==> src/bridge_pkg.sv <==
/*
  bridge bus types and register map for the host side of the core
  all bridge traffic is synchronous to clk_74a and reads are combinational
  the command window at 0xF8xxxxxx is reserved and always reads zero
*/
`default_nettype none

package bridge_pkg;

    //////////////////////////////
    // bus widths and words
    //////////////////////////////
    localparam int unsigned bridge_w = 32;

    typedef logic [bridge_w-1:0] bridge_addr_t;
    typedef logic [bridge_w-1:0] bridge_data_t;

    // host visible register map
    typedef enum logic [bridge_w-1:0] {
        addr_debug       = 32'h0010_0004,
        addr_signed      = 32'h0030_0000,
        addr_frame_reset = 32'h00F0_0014,
        addr_frame_incr  = 32'h00F0_0018,
        addr_frame_count = 32'h2000_0000,
        // only the top byte matters here
        addr_cmd_window  = 32'hF800_0000
    } reg_addr_e;

    // value debug_value comes up with
    localparam bridge_data_t debug_reset_value = 32'h1200_5678;

    // frame counter wraps at this width
    localparam int unsigned frame_count_w = 16;
    typedef logic [frame_count_w-1:0] frame_count_t;

    //////////////////////////////
    // bundles between blocks
    //////////////////////////////
    // request from the host, wr is a one cycle strobe
    typedef struct packed {
        bridge_addr_t addr;
        logic         wr;
        bridge_data_t wr_data;
    } bridge_req_t;

    typedef struct packed {
        bridge_data_t debug_value;
        bridge_data_t signed_value;
    } ctrl_regs_t;

    // one cycle command pulses toward the frame counter
    typedef struct packed {
        logic reset_frame;
        logic incr_frame;
    } frame_cmd_t;

endpackage

`default_nettype wire

==> src/audio_pkg.sv <==
/*
  audio clock constants for the I2S silence generator
  mclk is derived from the 74.25 MHz clk_74a with a fractional accumulator
  sclk_div and bits_per_channel must be powers of two
*/
`default_nettype none

package audio_pkg;

    //////////////////////////////
    // fractional mclk
    //////////////////////////////
    // accumulator width, large enough for limit plus step
    localparam int unsigned accum_w = 22;

    // step per clk_74a cycle and toggle threshold
    localparam logic [accum_w-1:0] mclk_step  = accum_w'(245760);
    localparam logic [accum_w-1:0] mclk_limit = accum_w'(742500);

    // mclk periods per sclk period
    localparam int unsigned sclk_div = 4;
    // sclk falls per lrck half period
    localparam int unsigned bits_per_channel = 32;

    // pins toward the DAC
    typedef struct packed {
        logic mclk;
        logic lrck;
        logic dac;
    } i2s_t;

endpackage

`default_nettype wire

==> src/bridge_regs.sv <==
/*
  bridge write decoder with two data registers and two command pulses
  a write lands at the clk_74a edge where wr is high
  command pulses last exactly one cycle, unmapped writes are dropped
*/
`default_nettype none

module bridge_regs (
    input  wire logic                    clk_74a,
    input  wire logic                    rst_n,
    input  wire bridge_pkg::bridge_req_t req,
    output bridge_pkg::ctrl_regs_t       regs,
    output bridge_pkg::frame_cmd_t       cmd
);

    //////////////////////////////
    // data registers
    //////////////////////////////
    // both registers come up with their documented values
    always_ff @(posedge clk_74a) begin
        if (!rst_n) begin
            regs.debug_value  <= bridge_pkg::debug_reset_value;
            regs.signed_value <= '0;
        end else if (req.wr) begin
            case (req.addr)
                bridge_pkg::addr_debug: begin
                    regs.debug_value <= req.wr_data;
                end
                bridge_pkg::addr_signed: begin
                    regs.signed_value <= req.wr_data;
                end
                default: begin
                    // other addresses leave the data alone
                    regs <= regs;
                end
            endcase
        end
    end

    //////////////////////////////
    // command pulses
    //////////////////////////////
    // single clock domain, so a plain registered pulse
    // replaces the toggle handshake of a crossing
    always_ff @(posedge clk_74a) begin
        if (!rst_n) begin
            cmd <= '0;
        end else begin
            // pulses drop back after one cycle
            cmd <= '0;
            if (req.wr) begin
                case (req.addr)
                    bridge_pkg::addr_frame_reset: begin
                        cmd.reset_frame <= 1'b1;
                    end
                    bridge_pkg::addr_frame_incr: begin
                        cmd.incr_frame <= 1'b1;
                    end
                    default: begin
                        // data writes and unmapped writes
                        cmd <= '0;
                    end
                endcase
            end
        end
    end

endmodule

`default_nettype wire

==> src/frame_counter.sv <==
/*
  frame counter driven by vblank and the bridge frame commands
  vblank is asynchronous and goes through a synchronizer first
  a vblank rise reaches the count at the fourth clk_74a edge
*/
`default_nettype none

module frame_counter (
    input  wire logic                   clk_74a,
    input  wire logic                   rst_n,
    input  wire logic                   vblank,
    input  wire bridge_pkg::frame_cmd_t cmd,
    output bridge_pkg::frame_count_t    frame_count
);

    // three flop synchronizer plus one flop of history
    logic [2:0] vblank_sync;
    logic       vblank_last;
    logic       vblank_rise;

    //////////////////////////////
    // vblank edge detect
    //////////////////////////////
    always_ff @(posedge clk_74a) begin
        if (!rst_n) begin
            vblank_sync <= '0;
            vblank_last <= 1'b0;
        end else begin
            vblank_sync <= {vblank_sync[1:0], vblank};
            vblank_last <= vblank_sync[2];
        end
    end

    // high for one cycle per rising edge
    assign vblank_rise = vblank_sync[2] & ~vblank_last;

    //////////////////////////////
    // count
    //////////////////////////////
    always_ff @(posedge clk_74a) begin
        if (!rst_n) begin
            frame_count <= '0;
        end else if (cmd.reset_frame) begin
            // reset command wins over everything
            frame_count <= '0;
        end else begin
            // edge and increment in one cycle add two, wraps at 16 bits
            frame_count <= frame_count
                         + bridge_pkg::frame_count_t'(vblank_rise)
                         + bridge_pkg::frame_count_t'(cmd.incr_frame);
        end
    end

endmodule

`default_nettype wire

==> src/bridge_read_mux.sv <==
/*
  combinational bridge read data select
  every address outside the map reads zero, command window included
*/
`default_nettype none

module bridge_read_mux (
    input  wire bridge_pkg::bridge_addr_t addr,
    input  wire bridge_pkg::ctrl_regs_t   regs,
    input  wire bridge_pkg::frame_count_t frame_count,
    output bridge_pkg::bridge_data_t      rd_data
);

    logic in_cmd_window;

    // top byte only decides the window
    assign in_cmd_window = ({addr[31:24], 24'h0} == bridge_pkg::addr_cmd_window);

    // zero default keeps this free of latches
    always_comb begin
        rd_data = '0;
        if (!in_cmd_window) begin
            case (addr)
                bridge_pkg::addr_debug:       rd_data = regs.debug_value;
                bridge_pkg::addr_signed:      rd_data = regs.signed_value;
                // count is zero extended to the bus width
                bridge_pkg::addr_frame_count: rd_data = bridge_pkg::bridge_data_t'(frame_count);
                // command addresses are write only
                bridge_pkg::addr_frame_reset,
                bridge_pkg::addr_frame_incr:  rd_data = '0;
                default:                      rd_data = '0;
            endcase
        end
    end

endmodule

`default_nettype wire

==> src/audio_clock_gen.sv <==
/*
  I2S clock generator playing silence
  mclk, sclk and lrck are counters in clk_74a, not separate clock nets
  mclk averages 12.288 MHz with jitter of one clk_74a period
  sclk itself is not driven out, only its falling edges are used
*/
`default_nettype none

module audio_clock_gen (
    input  wire logic        clk_74a,
    input  wire logic        rst_n,
    output audio_pkg::i2s_t  i2s
);

    logic [audio_pkg::accum_w-1:0]                   accum;
    logic                                            mclk;
    logic [$clog2(audio_pkg::sclk_div)-1:0]          sclk_cnt;
    logic [$clog2(audio_pkg::bits_per_channel)-1:0]  lrck_cnt;
    logic                                            lrck;
    logic                                            mclk_toggle;
    logic                                            mclk_rise;
    logic                                            sclk_fall;

    //////////////////////////////
    // edge strobes
    //////////////////////////////
    // accumulator over threshold means mclk flips this edge
    assign mclk_toggle = (accum >= audio_pkg::mclk_limit);
    assign mclk_rise   = mclk_toggle & ~mclk;
    // sclk falls as its divider wraps from all ones
    assign sclk_fall   = mclk_rise & (&sclk_cnt);

    //////////////////////////////
    // counters
    //////////////////////////////
    always_ff @(posedge clk_74a) begin
        if (!rst_n) begin
            accum    <= '0;
            mclk     <= 1'b0;
            sclk_cnt <= '0;
            lrck_cnt <= '0;
            lrck     <= 1'b0;
        end else begin
            if (mclk_toggle) begin
                accum <= accum - audio_pkg::mclk_limit + audio_pkg::mclk_step;
                mclk  <= ~mclk;
            end else begin
                accum <= accum + audio_pkg::mclk_step;
            end

            // one sclk period per sclk_div mclk rises
            if (mclk_rise) begin
                sclk_cnt <= sclk_cnt + 1'b1;
            end

            // switch channels after the last bit of a half frame
            if (sclk_fall) begin
                lrck_cnt <= lrck_cnt + 1'b1;
                if (&lrck_cnt) begin
                    lrck <= ~lrck;
                end
            end
        end
    end

    // data line carries silence
    assign i2s = '{mclk: mclk, lrck: lrck, dac: 1'b0};

endmodule

`default_nettype wire

==> src/core_top.sv <==
/*
  host facing control of the core, all in the clk_74a domain
  bridge writes are plain strobes and reads are combinational
  vblank may be asynchronous, audio outputs silence
*/
`default_nettype none

module core_top (
    input  wire logic                    clk_74a,
    input  wire logic                    rst_n,

    // bridge bus from the host
    input  wire bridge_pkg::bridge_req_t bridge,
    output bridge_pkg::bridge_data_t     bridge_rd_data,

    // frame sync from the dock
    input  wire logic                    vblank,

    // I2S pins
    output audio_pkg::i2s_t              audio
);

    bridge_pkg::ctrl_regs_t   ctrl_regs;
    bridge_pkg::frame_cmd_t   frame_cmd;
    bridge_pkg::frame_count_t frame_count;

    //////////////////////////////
    // bridge writes
    //////////////////////////////
    bridge_regs u_bridge_regs (
        .clk_74a (clk_74a),
        .rst_n   (rst_n),
        .req     (bridge),
        .regs    (ctrl_regs),
        .cmd     (frame_cmd)
    );

    //////////////////////////////
    // frame count
    //////////////////////////////
    // commands arrive as one cycle pulses
    frame_counter u_frame_counter (
        .clk_74a     (clk_74a),
        .rst_n       (rst_n),
        .vblank      (vblank),
        .cmd         (frame_cmd),
        .frame_count (frame_count)
    );

    //////////////////////////////
    // bridge reads
    //////////////////////////////
    // no read strobe, data follows the address
    bridge_read_mux u_bridge_read_mux (
        .addr        (bridge.addr),
        .regs        (ctrl_regs),
        .frame_count (frame_count),
        .rd_data     (bridge_rd_data)
    );

    //////////////////////////////
    // audio
    //////////////////////////////
    // free running, independent of the bridge
    audio_clock_gen u_audio_clock_gen (
        .clk_74a (clk_74a),
        .rst_n   (rst_n),
        .i2s     (audio)
    );

endmodule

`default_nettype wire

==> config.mk <==
export PLATFORM = sky130hd
export DESIGN_NAME = core_top
export DESIGN_NICKNAME = d
export VERILOG_FILES = /design/src/bridge_pkg.sv /design/src/audio_pkg.sv /design/src/bridge_regs.sv /design/src/frame_counter.sv /design/src/bridge_read_mux.sv /design/src/audio_clock_gen.sv /design/src/core_top.sv
export SDC_FILE = /design/constraint.sdc
export NUM_CORES = 1
export LEC_CHECK = 0
export BUFFER_PORTS_ARGS = -buffer_cell sky130_fd_sc_hd__buf_2
export CORE_ASPECT_RATIO = 0.6
export CORE_MARGIN = 4
export CORE_UTILIZATION = 57
export DETAILED_ROUTE_END_ITERATION = 12
export PLACE_DENSITY = 0.81
export RECOVER_POWER = 25
export SETUP_SLACK_MARGIN = 0.5
export SYNTH_ARGS = -nofsm -noshare
export SYNTH_HDL_FRONTEND = slang
export SYNTH_HIERARCHICAL = 1
export SYNTH_SLANG_ARGS = --single-unit
==> constraint.sdc <==
create_clock -name clk_74a -period 2.7 [get_ports clk_74a]
set_input_delay 0 -clock clk_74a [delete_from_list [all_inputs] [get_ports clk_74a]]
set_output_delay 0 -clock clk_74a [all_outputs]
set_load 0.02 [all_outputs]
; ---- Word level (Yosys, flattened, before mapping)
; Index checks and enable logic that the tools add are counted.
[totals]
ff_bits = 117
in_bits = 68
out_inout_bits = 35
wordCells = 44
[op_classes]
addsub = 7
order_cmp = 1
n_eq_ne = 6
n_mux = 5
n_bitwise = 7
n_reduce_logical = 6
[op_table]
columns = cell, count
row1 = $pmux W32 S3, 1
row2 = $eq A32 B24 Y1 const B, 2
row3 = $add A22 B18 Y22 const B, 2
row4 = $add A16 B1 Y16, 2
row5 = $eq A32 B21 Y1 const B, 1
row6 = $eq A32 B22 Y1 const B, 1
row7 = $eq A32 B30 Y1 const B, 1
row8 = $mux W32, 1
row9 = $ge A22 B20 Y1 const B, 1
row10 = $mux W22, 1
row11 = $sub A22 B20 Y22 const B, 1
row12 = $eq A8 B8 Y1 const B, 1
row13 = $reduce_and A2 Y1, 4
row14 = $reduce_and A6 Y1, 1
row15 = $add A5 B1 Y5 const B, 1
row16 = $not A1 Y1, 4
row17 = $and A1 B1 Y1, 3
row18 = $add A2 B1 Y2 const B, 1
row19 = $mux W1, 2
row20 = $reduce_or A2 Y1, 1

; ---- Longest topological paths before layout
; Gate-level depths: netlist of the first run.
[logic_depth]
depth_word = 4
depth_mapped = 10
ltp_nobuf = 8

; ---- By module
; Netlist of the first run, hierarchy kept.
[by_module_without_submodules]
columns = mod, n_inst, cells_per_inst, area_each_um2, seq_area_each_um2
row1 = bridge_regs, 1, 277, 2710.1, 1321.3
row2 = audio_clock_gen, 1, 204, 1727.9, 580.6
row3 = frame_counter, 1, 92, 894.6, 400.4
row4 = bridge_read_mux, 1, 128, 864.6, 0.0

; ---- Worst setup path after synthesis of the first run
; Ideal clock, no wire load.
[synth_timing]
path_kind = register to register
from = register u_audio_clock_gen/accum[2] (netlist bit)
to = register u_audio_clock_gen/lrck_cnt[4] (netlist bit)
arrival_ps = 1894
required_time_ps = 2628
slack_ps = 734
stages_incl_launch_ff = 9
synth_period_minus_slack_ps = 1966
path_cell_list = dfxtp_1 > inv_1 > ha_1 > nor2b_1 > o21ai_2 > a31oi_1 > o21a_4 > or4_1 > a21oi_1
[synth_via]
elab_chain_cells = 3
[synth_lines]
columns = element, line_no
row1 = "start, declared", audio_clock_gen.sv:15  ; logic [audio_pkg::accum_w-1:0] accum;
row2 = "start signal, assigned", audio_clock_gen.sv:45  ; accum <= accum - audio_pkg::mclk_limit + audio_pkg::mclk_step;
row3 = "start signal, assigned", audio_clock_gen.sv:48  ; accum <= accum + audio_pkg::mclk_step;
row4 = $ge A22 B20 Y1, audio_clock_gen.sv:28  ; assign mclk_toggle = (accum >= audio_pkg::mclk_limit);
row5 = $and A1 B1 Y1, audio_clock_gen.sv:29  ; assign mclk_rise = mclk_toggle & ~mclk;
row6 = $and A1 B1 Y1, audio_clock_gen.sv:31  ; assign sclk_fall = mclk_rise & (&sclk_cnt);
row7 = "end signal, assigned", audio_clock_gen.sv:58  ; lrck_cnt <= lrck_cnt + 1'b1;
row8 = "end, declared", audio_clock_gen.sv:18  ; logic [$clog2(audio_pkg::bits_per_channel)-1:0] lrck_cnt;
; No other way between the ends.
; A chain may end at the register's enable or synchronous reset.

; ---- Worst setup path after layout of the first run
[layout_timing]
from = input bridge[50] (netlist bit)
to = register, netlist name u_bridge_regs/regs[47]
[layout_via]
elab_chain_cells = 2
[layout_lines]
columns = element, line_no
row1 = "start, declared", core_top.sv:13  ; input wire bridge_pkg::bridge_req_t bridge,
row2 = $eq A32 B21 Y1, bridge_regs.sv:25  ; case (req.addr)
row3 = $reduce_and A2 Y1 (no source line), n/a
; No other way between the ends.

==> results.yml, run 1 <==
run_status:
  outcome: "finished clean"
synth:
  synth_seq_cells: 115
  synth_top_flop_cell: "dfxtp_1"
  synth_area_per_cell_um2: 8.841
  netlist_top_cells_area: "dfxtp_1 (37%), mux2i_1 (12%), nand2_1 (7.0%), nand3b_1 (2.4%), a22o_1 (2.3%)"
  synth_compound_area_share_pct: 11.73
  synth_top_cell_by_area: "dfxtp_1"
  synth_top_family_by_area: "simple AND/OR/NAND/NOR gates"
  synth_edf_count: 0
  synth_nets: 779
  synth-simple-area-share_pct: 29.44
  synthDominantCellAreaShare_pct: 37.15
  yosys_warnings: 6
  synthXorXnorAreaFrac_pct: 0.9893
  async_flop_share_pct: 0
  synth_area_um2: 6197
  synthCells: 701
  synth_fa_ha_area_share_pct: 2.140
  seq_area_frac_synth_pct: 37.15
  synthDistinctLibCells: 70
  synth_mux_area_share_pct: 11.95
sta:
  finalHoldWorstSlack_ns: 0.02693
  worst_pin_slew_ns: 1.157
  skew_ns: 0.008716
  finalMaxSlewViolations: 0
  grt_setup_unrepaired: "true"
  fin_crit_ns: 2.424
  timing.fmax_ghz: 0.4125
  tns_ns: 0
  hold_viol_final: 0
  setup_viol: 0
  max_slew_margin_pct: 22.87
  fin_crit_sh_pct: 89.78
pwr:
  swShare_pct: 27.30
  vdd_drop_max_v: 0.0005773
  switchingPower_mw: 1.395
  combPwrFrac_pct: 15.4
  p_int_mw: 3.716
  seqPwrFrac_pct: 37.5
  clkPwrFrac_pct: 47.1
  power.density_nw_per_um2: 649.5
  power_leakage_nw: 3.041
place:
  placed_area_um2: 6646
  io_buffers: 101
  gp_congestion: 0.9280
  dp_cells: 903
  hpwl_um: 11180
grt:
  grt_pass1_vias: 5762
  antenna_found_initial: 0
  grt_max_degree: 67
  overflow: 0
  grt_first_pass_wirelength_um: 27700
  grt.total_usage_pct: 27.42
routing:
  post_drt_wl_per_cell_um: 18.00
  vias: 5968
  drc: 0
  vias_per_cell: 6.047
  wl_um: 17770
  dr.pass1.iters: 5
  ant_nets: 0
  drt_iter0_markers: 549
critical_path:
  worst-setup-path-type: "in -> reg"
  crit_path_end_kind: "flip-flop"
  required_ns: 3.01
  crit_fanout: 32
  critPathLaunchType: "primary input"
  cp.arrival_ns: 2.73
floorplan:
  core_area_um2: 10600
  fp.dieW_um: 142.6
  io_pins: 103
  num_rows: 29
  die_area_um2: 12660
  start_util_pct: 58.49
  die_y_um: 88.77
cts:
  clk_pin_slew_ns: 0.06
  cts.sinks: 115
  cts_made_buffers: 17
  htreeDepth: 4
  root_buffer: "clkbuf_16"
  cts_tree: "built"
  cts_buffer_depth: 2
  clk_latency_ns: 0.41
cells_and_area:
  nNetsFinal: 912
  n_fill_cell: 714
  fin_cells: 987
  drive_gt1_share_pct: 22.31
  fin_util_pct: 74.28
  stdcell_area_um2: 7870
  synthToLayoutAreaGrowth_pct: 26.99
worst_hold_path:
  min-delay-path-class: "in -> reg"
job:
  maxCapViolations: 0
per-stage QoR:
step / power [mW] / setup slack (ns)
2_1_floorplan: 2.371 / 0.7340
3_5_place_dp: 2.524 / 0.3890
4_1_cts: 5.021 / 0.5181
5_1_grt: 5.287 / 0.2797
6_report: 5.112 / 0.2760
3_3_place_gp: 2.486 / 0.5594
critical path: stages:
cell           delay, ns
buf_2               0.10
dlygate4sd3_1       0.58
nor4b_4             0.32
nand3_2             0.11
clkbuf_1            0.18
nor3_4              0.16
clkbuf_2            0.87
mux2i_1             0.36
flip-flops by register name (all words and copies together), names as in the netlist, 2 cells and up:
register and cells:
u_bridge_regs/regs 64, u_audio_clock_gen/accum 20, u_audio_clock_gen/sclk_cnt 2, u_audio_clock_gen/lrck_cnt 5, u_frame_counter/vblank_sync 3, u_bridge_regs/cmd 2, u_frame_counter/frame_count 16
timing repair:
action / CTS / global route
setup endpoints to repair: 15 / 42
hold buffers: 42 / 0
buffers inserted: 4 / 3
cloned: 2 / 0
pin swaps: 3 / 10
gates resized for setup: 4 / 22
hold endpoints to repair: 67 / 0
Yosys cell counts, types with 4 or more instances:
library cell	count
a21oi_1	22
a22o_1	16
and2_1	9
and3_1	17
and4_1	4
buf_4	6
buf_6	4
buf_8	6
clkbuf_1	27
dfxtp_1	115
ha_1	9
inv_1	27
mux2i_1	74
nand2_1	115
nand2b_1	10
nand3_1	23
nand3b_1	20
nand4_1	14
nand4b_1	4
nor2_1	35
nor2b_1	5
nor3_1	8
nor4_1	9
nor4_2	5
o21ai_0	13
o21ai_1	4
o221ai_1	16
o31ai_1	5
or3_1	15
or4_1	5
xnor2_1	6
cells in the final DEF, fill, tap and decap left out, types with 4 or more instances in the layout:
cell type / instances
nand2_1: 115
dfxtp_1: 113
buf_2: 98
mux2i_1: 74
dlygate4sd3_1: 41
nor2_1: 34
inv_1: 25
nand3_1: 23
a21oi_1: 21
nand3b_1: 20
clkbuf_16: 17
and3_1: 17
a22o_1: 16
o221ai_1: 16
nand4_1: 15
or3_1: 15
buf_4: 14
o21ai_0: 13
nand2b_1: 10
ha_1: 9
nor3_1: 8
nor4_1: 7
nor4_2: 7
xnor2_1: 6
clkinvlp_4: 5
and2_1: 5
clkbuf_1: 4
bufinv_16: 4
o21ai_1: 4
nor2b_1: 4
o31ai_1: 4
or4_1: 4
nand4b_1: 4
and2_0: 4
power groups by stage:
stage / combinational (mW) / sequential, mW / clock (mW)
2_1_floorplan: 0.494 / 1.88 / 0
3_3_place_gp: 0.569 / 1.92 / 0
3_5_place_dp: 0.596 / 1.93 / 0
4_1_cts: 0.706 / 1.89 / 2.42
5_1_grt: 0.850 / 1.92 / 2.51
6_report: 0.789 / 1.91 / 2.41
area by class of cell:
type / count / area (µm²) / share of cell area (%)
multi-input combinational: 513 / 3601 / 45.76
sequential: 115 / 2305 / 29.28
timing repair buffer: 159 / 1046 / 13.29
clock buffer: 20 / 456.7 / 5.803
clock inverter: 12 / 180.2 / 2.289
tap: 139 / 173.9 / 2.210
inverter: 28 / 105.1 / 1.335
antenna: 1 / 2.502 / 0.03180
routing by layer:
metal	global-route usage [%]	share of wire [%]	vias to the layer above
met1	35.80	43	2789
met2	44.42	45	322
li1	-	-	2792
met3	6.425	9.1	65
met4	10.96	3.0	0
met5	0	0	-
path summary, 6_finish.rpt:
| path | end | cells past startpoint | slack, ns | startpoint |
|---|---|---|---|---|
| setup / recovery | u_bridge_regs/regs[47] | 8 | 0.28 | bridge[50] |
| hold / removal | u_bridge_regs/cmd[0] | 4 | 0.03 | bridge[41] |
| setup reg to reg | u_audio_clock_gen/lrck_cnt[4] | 8 | 0.50 | u_audio_clock_gen/accum[3] |
| hold reg to reg | u_frame_counter/vblank_sync[1] | 1 | 0.44 | u_frame_counter/vblank_sync[0] |
kinds of logic (layout without fill, tap and decap cells):
logic type,after synthesis,after routing
flops,115,115
compound gates,99,101
simple gates,320,320
other cells,1,2
mux,74,74
buf+inv,75,219
xor+xnor,7,7
fa+ha+maj,10,10
Note: power is estimated with default switching activity, not from simulation.
==> inputs of run 2 (changes only) <==
--- a/config.mk
+++ b/config.mk
@@ -11,7 +11,6 @@
 export CORE_UTILIZATION = 57
 export DETAILED_ROUTE_END_ITERATION = 12
 export PLACE_DENSITY = 0.81
-export RECOVER_POWER = 25
 export SETUP_SLACK_MARGIN = 0.5
 export SYNTH_ARGS = -nofsm -noshare
 export SYNTH_HDL_FRONTEND = slang
==> run 2 against run 1 <==
Compared with the run above: via count rose by 0.89%; critical path depth did not move; fmax rose by 9.2%; cell area rose by 0.30%; clock-buffer cell count did not move; largest power group unchanged; highest routed layer unchanged.
==> results.yml, run 2 (synthesis results as in run 1) <==
grt:
  busiest_layer: "met2"
  grt_pass1_vias: 5762
  grt.total_usage_pct: 27.42
  antenna_found_initial: 0
  grt_first_pass_wirelength_um: 27700
  gr-usage-met3_pct: 6.425
  overflow: 0
  use_met1_pct: 35.80
  grt_max_degree: 67
  grtUsageMet2_pct: 44.42
place:
  dpl_worst_slack_ns: 0.3890
  io_buffers: 101
  hpwl_um: 11180
  gp_congestion: 0.9280
sta:
  setup_ws_ns: 0.4803
  grt_setup_unrepaired: "true"
  skew_ns: 0.009572
  hold_viol_final: 0
  fin_crit_sh_pct: 82.21
  timing.fmax_ghz: 0.4505
  fin_crit_ns: 2.220
  finalMaxSlewViolations: 0
  max_slew_margin_pct: 40.83
  tns_ns: 0
  worst_pin_slew_ns: 0.8858
  setup_viol: 0
floorplan:
  fp.dieW_um: 142.6
  die_y_um: 88.77
  die_area_um2: 12660
  io_pins: 103
  core_area_um2: 10600
  num_rows: 29
  start_util_pct: 58.49
pwr:
  power.density_nw_per_um2: 648.0
  vdd_drop_max_v: 0.0005815
  p_int_mw: 3.717
  combPwrFrac_pct: 15.5
  power_leakage_nw: 3.074
  swShare_pct: 27.34
  power_mw: 5.115
  clkPwrFrac_pct: 47.1
  seqPwrFrac_pct: 37.4
  switchingPower_mw: 1.398
cells_and_area:
  reg_top3: "u_bridge_regs/regs (64), u_audio_clock_gen/accum (20), u_frame_counter/frame_count (16)"
  layout_common_cells: "nand2_1 (115), dfxtp_1 (113), buf_2 (100)"
  synthToLayoutAreaGrowth_pct: 27.38
  drive_gt1_share_pct: 22.79
  nNetsFinal: 912
  top_register: "u_bridge_regs/regs"
  layout_commonest_cell: "nand2_1"
  largest_reg_flops: 64
  n_fill_cell: 709
routing:
  wl_um: 17840
  vias_per_cell: 6.100
  drc: 0
  drt_iter0_markers: 528
  vias: 6021
  dr.pass1.iters: 6
  ant_nets: 0
  post_drt_wl_per_cell_um: 18.07
run_status:
  outcome: "finished clean"
cts:
  cts_buffer_depth: 2
  clk_pin_slew_ns: 0.06
  root_buffer: "clkbuf_16"
  cts.sinks: 115
  clk_latency_ns: 0.41
  cts_tree: "built"
  htreeDepth: 4
  cts_made_buffers: 17
worst_hold_path:
  min-delay-path-class: "in -> reg"
  worstHoldPathCells: 4
critical_path:
  critPathLaunchType: "flip-flop"
  crit_path_end_kind: "flip-flop"
  required_ns: 3.03
  cp.arrival_ns: 2.55
  worst-setup-path-type: "reg -> reg"
  reg2reg_depth: 8
  crit_fanout: 8
job:
  maxCapViolations: 0
-- run 2: what timing repair did --
item                                    in CTS  in global routing
gates cloned                                 2                  0
endpoints found under the hold margin       67                  0
hold buffers                                42                  0
gates resized for setup                      4                 22
setup buffers                                4                  3
pin swaps                                    3                 10
endpoints found under the setup margin      15                 42
-- run 2: power by group through the flow --
stage | clock network (mW) | registers (mW) | logic, mW
after floorplan | 0 | 1.88 | 0.494
after global placement | 0 | 1.92 | 0.569
after detailed placement | 0 | 1.93 | 0.596
after CTS | 2.42 | 1.89 | 0.706
after global routing | 2.51 | 1.92 | 0.851
final | 2.41 | 1.91 | 0.791
-- run 2: metal layers --
layer	share of wire [%]	wire length [µm]	vias to the layer above
li1	-	-	2791
met3	9.0	1608	59
met5	0	0	-
met1	43	7593	2830
met4	2.9	511	0
met2	46	8126	341
-- run 2: final timing paths --
path	endpoint	slack [ns]	startpoint
max	u_audio_clock_gen/lrck_cnt[4]	0.48	u_audio_clock_gen/accum[3]
min	u_bridge_regs/cmd[0]	0.03	bridge[41]
max reg2reg	u_audio_clock_gen/lrck_cnt[4]	0.48	u_audio_clock_gen/accum[3]
min reg2reg	u_frame_counter/vblank_sync[1]	0.44	u_frame_counter/vblank_sync[0]
-- run 2: layout make-up --
class,count,area [µm²],share of cell area [%]
multi-input cells,513,3616,45.81
flip-flops and latches,115,2305,29.20
repair buffers,159,1055,13.36
clock buffers,20,456.7,5.785
clock inverters,12,180.2,2.282
well taps,139,173.9,2.203
inverters,28,105.1,1.331
diodes,1,2.502,0.03170
-- run 2: critical path, stage by stage (launching register included) --
cell and delay (ns):
dfxtp_2 0.35, inv_2 0.08, ha_1 0.16, nand4_1 0.16, nor4b_4 0.34, a31oi_4 0.20, o21a_4 0.22, or4_4 0.49
a21oi_2 0.14
-- run 2: through the flow --
| stage | area [µm²] | utilization (%) | hold WS (ns) | std cells |
|---|---|---|---|---|
| 2_1_floorplan | 6197 | - | 0.1183 | 701 |
| 4_1_cts | 7769 | 73.32 | 0.009884 | 983 |
| 5_1_grt | 7891 | 74.48 | 0.04577 | 986 |
| 3_5_place_dp | 6646 | 62.73 | 0.2285 | 903 |
| 3_3_place_gp | 6646 | 62.73 | 0.2200 | 903 |
| 6_report | 7894 | 74.50 | 0.02752 | 987 |
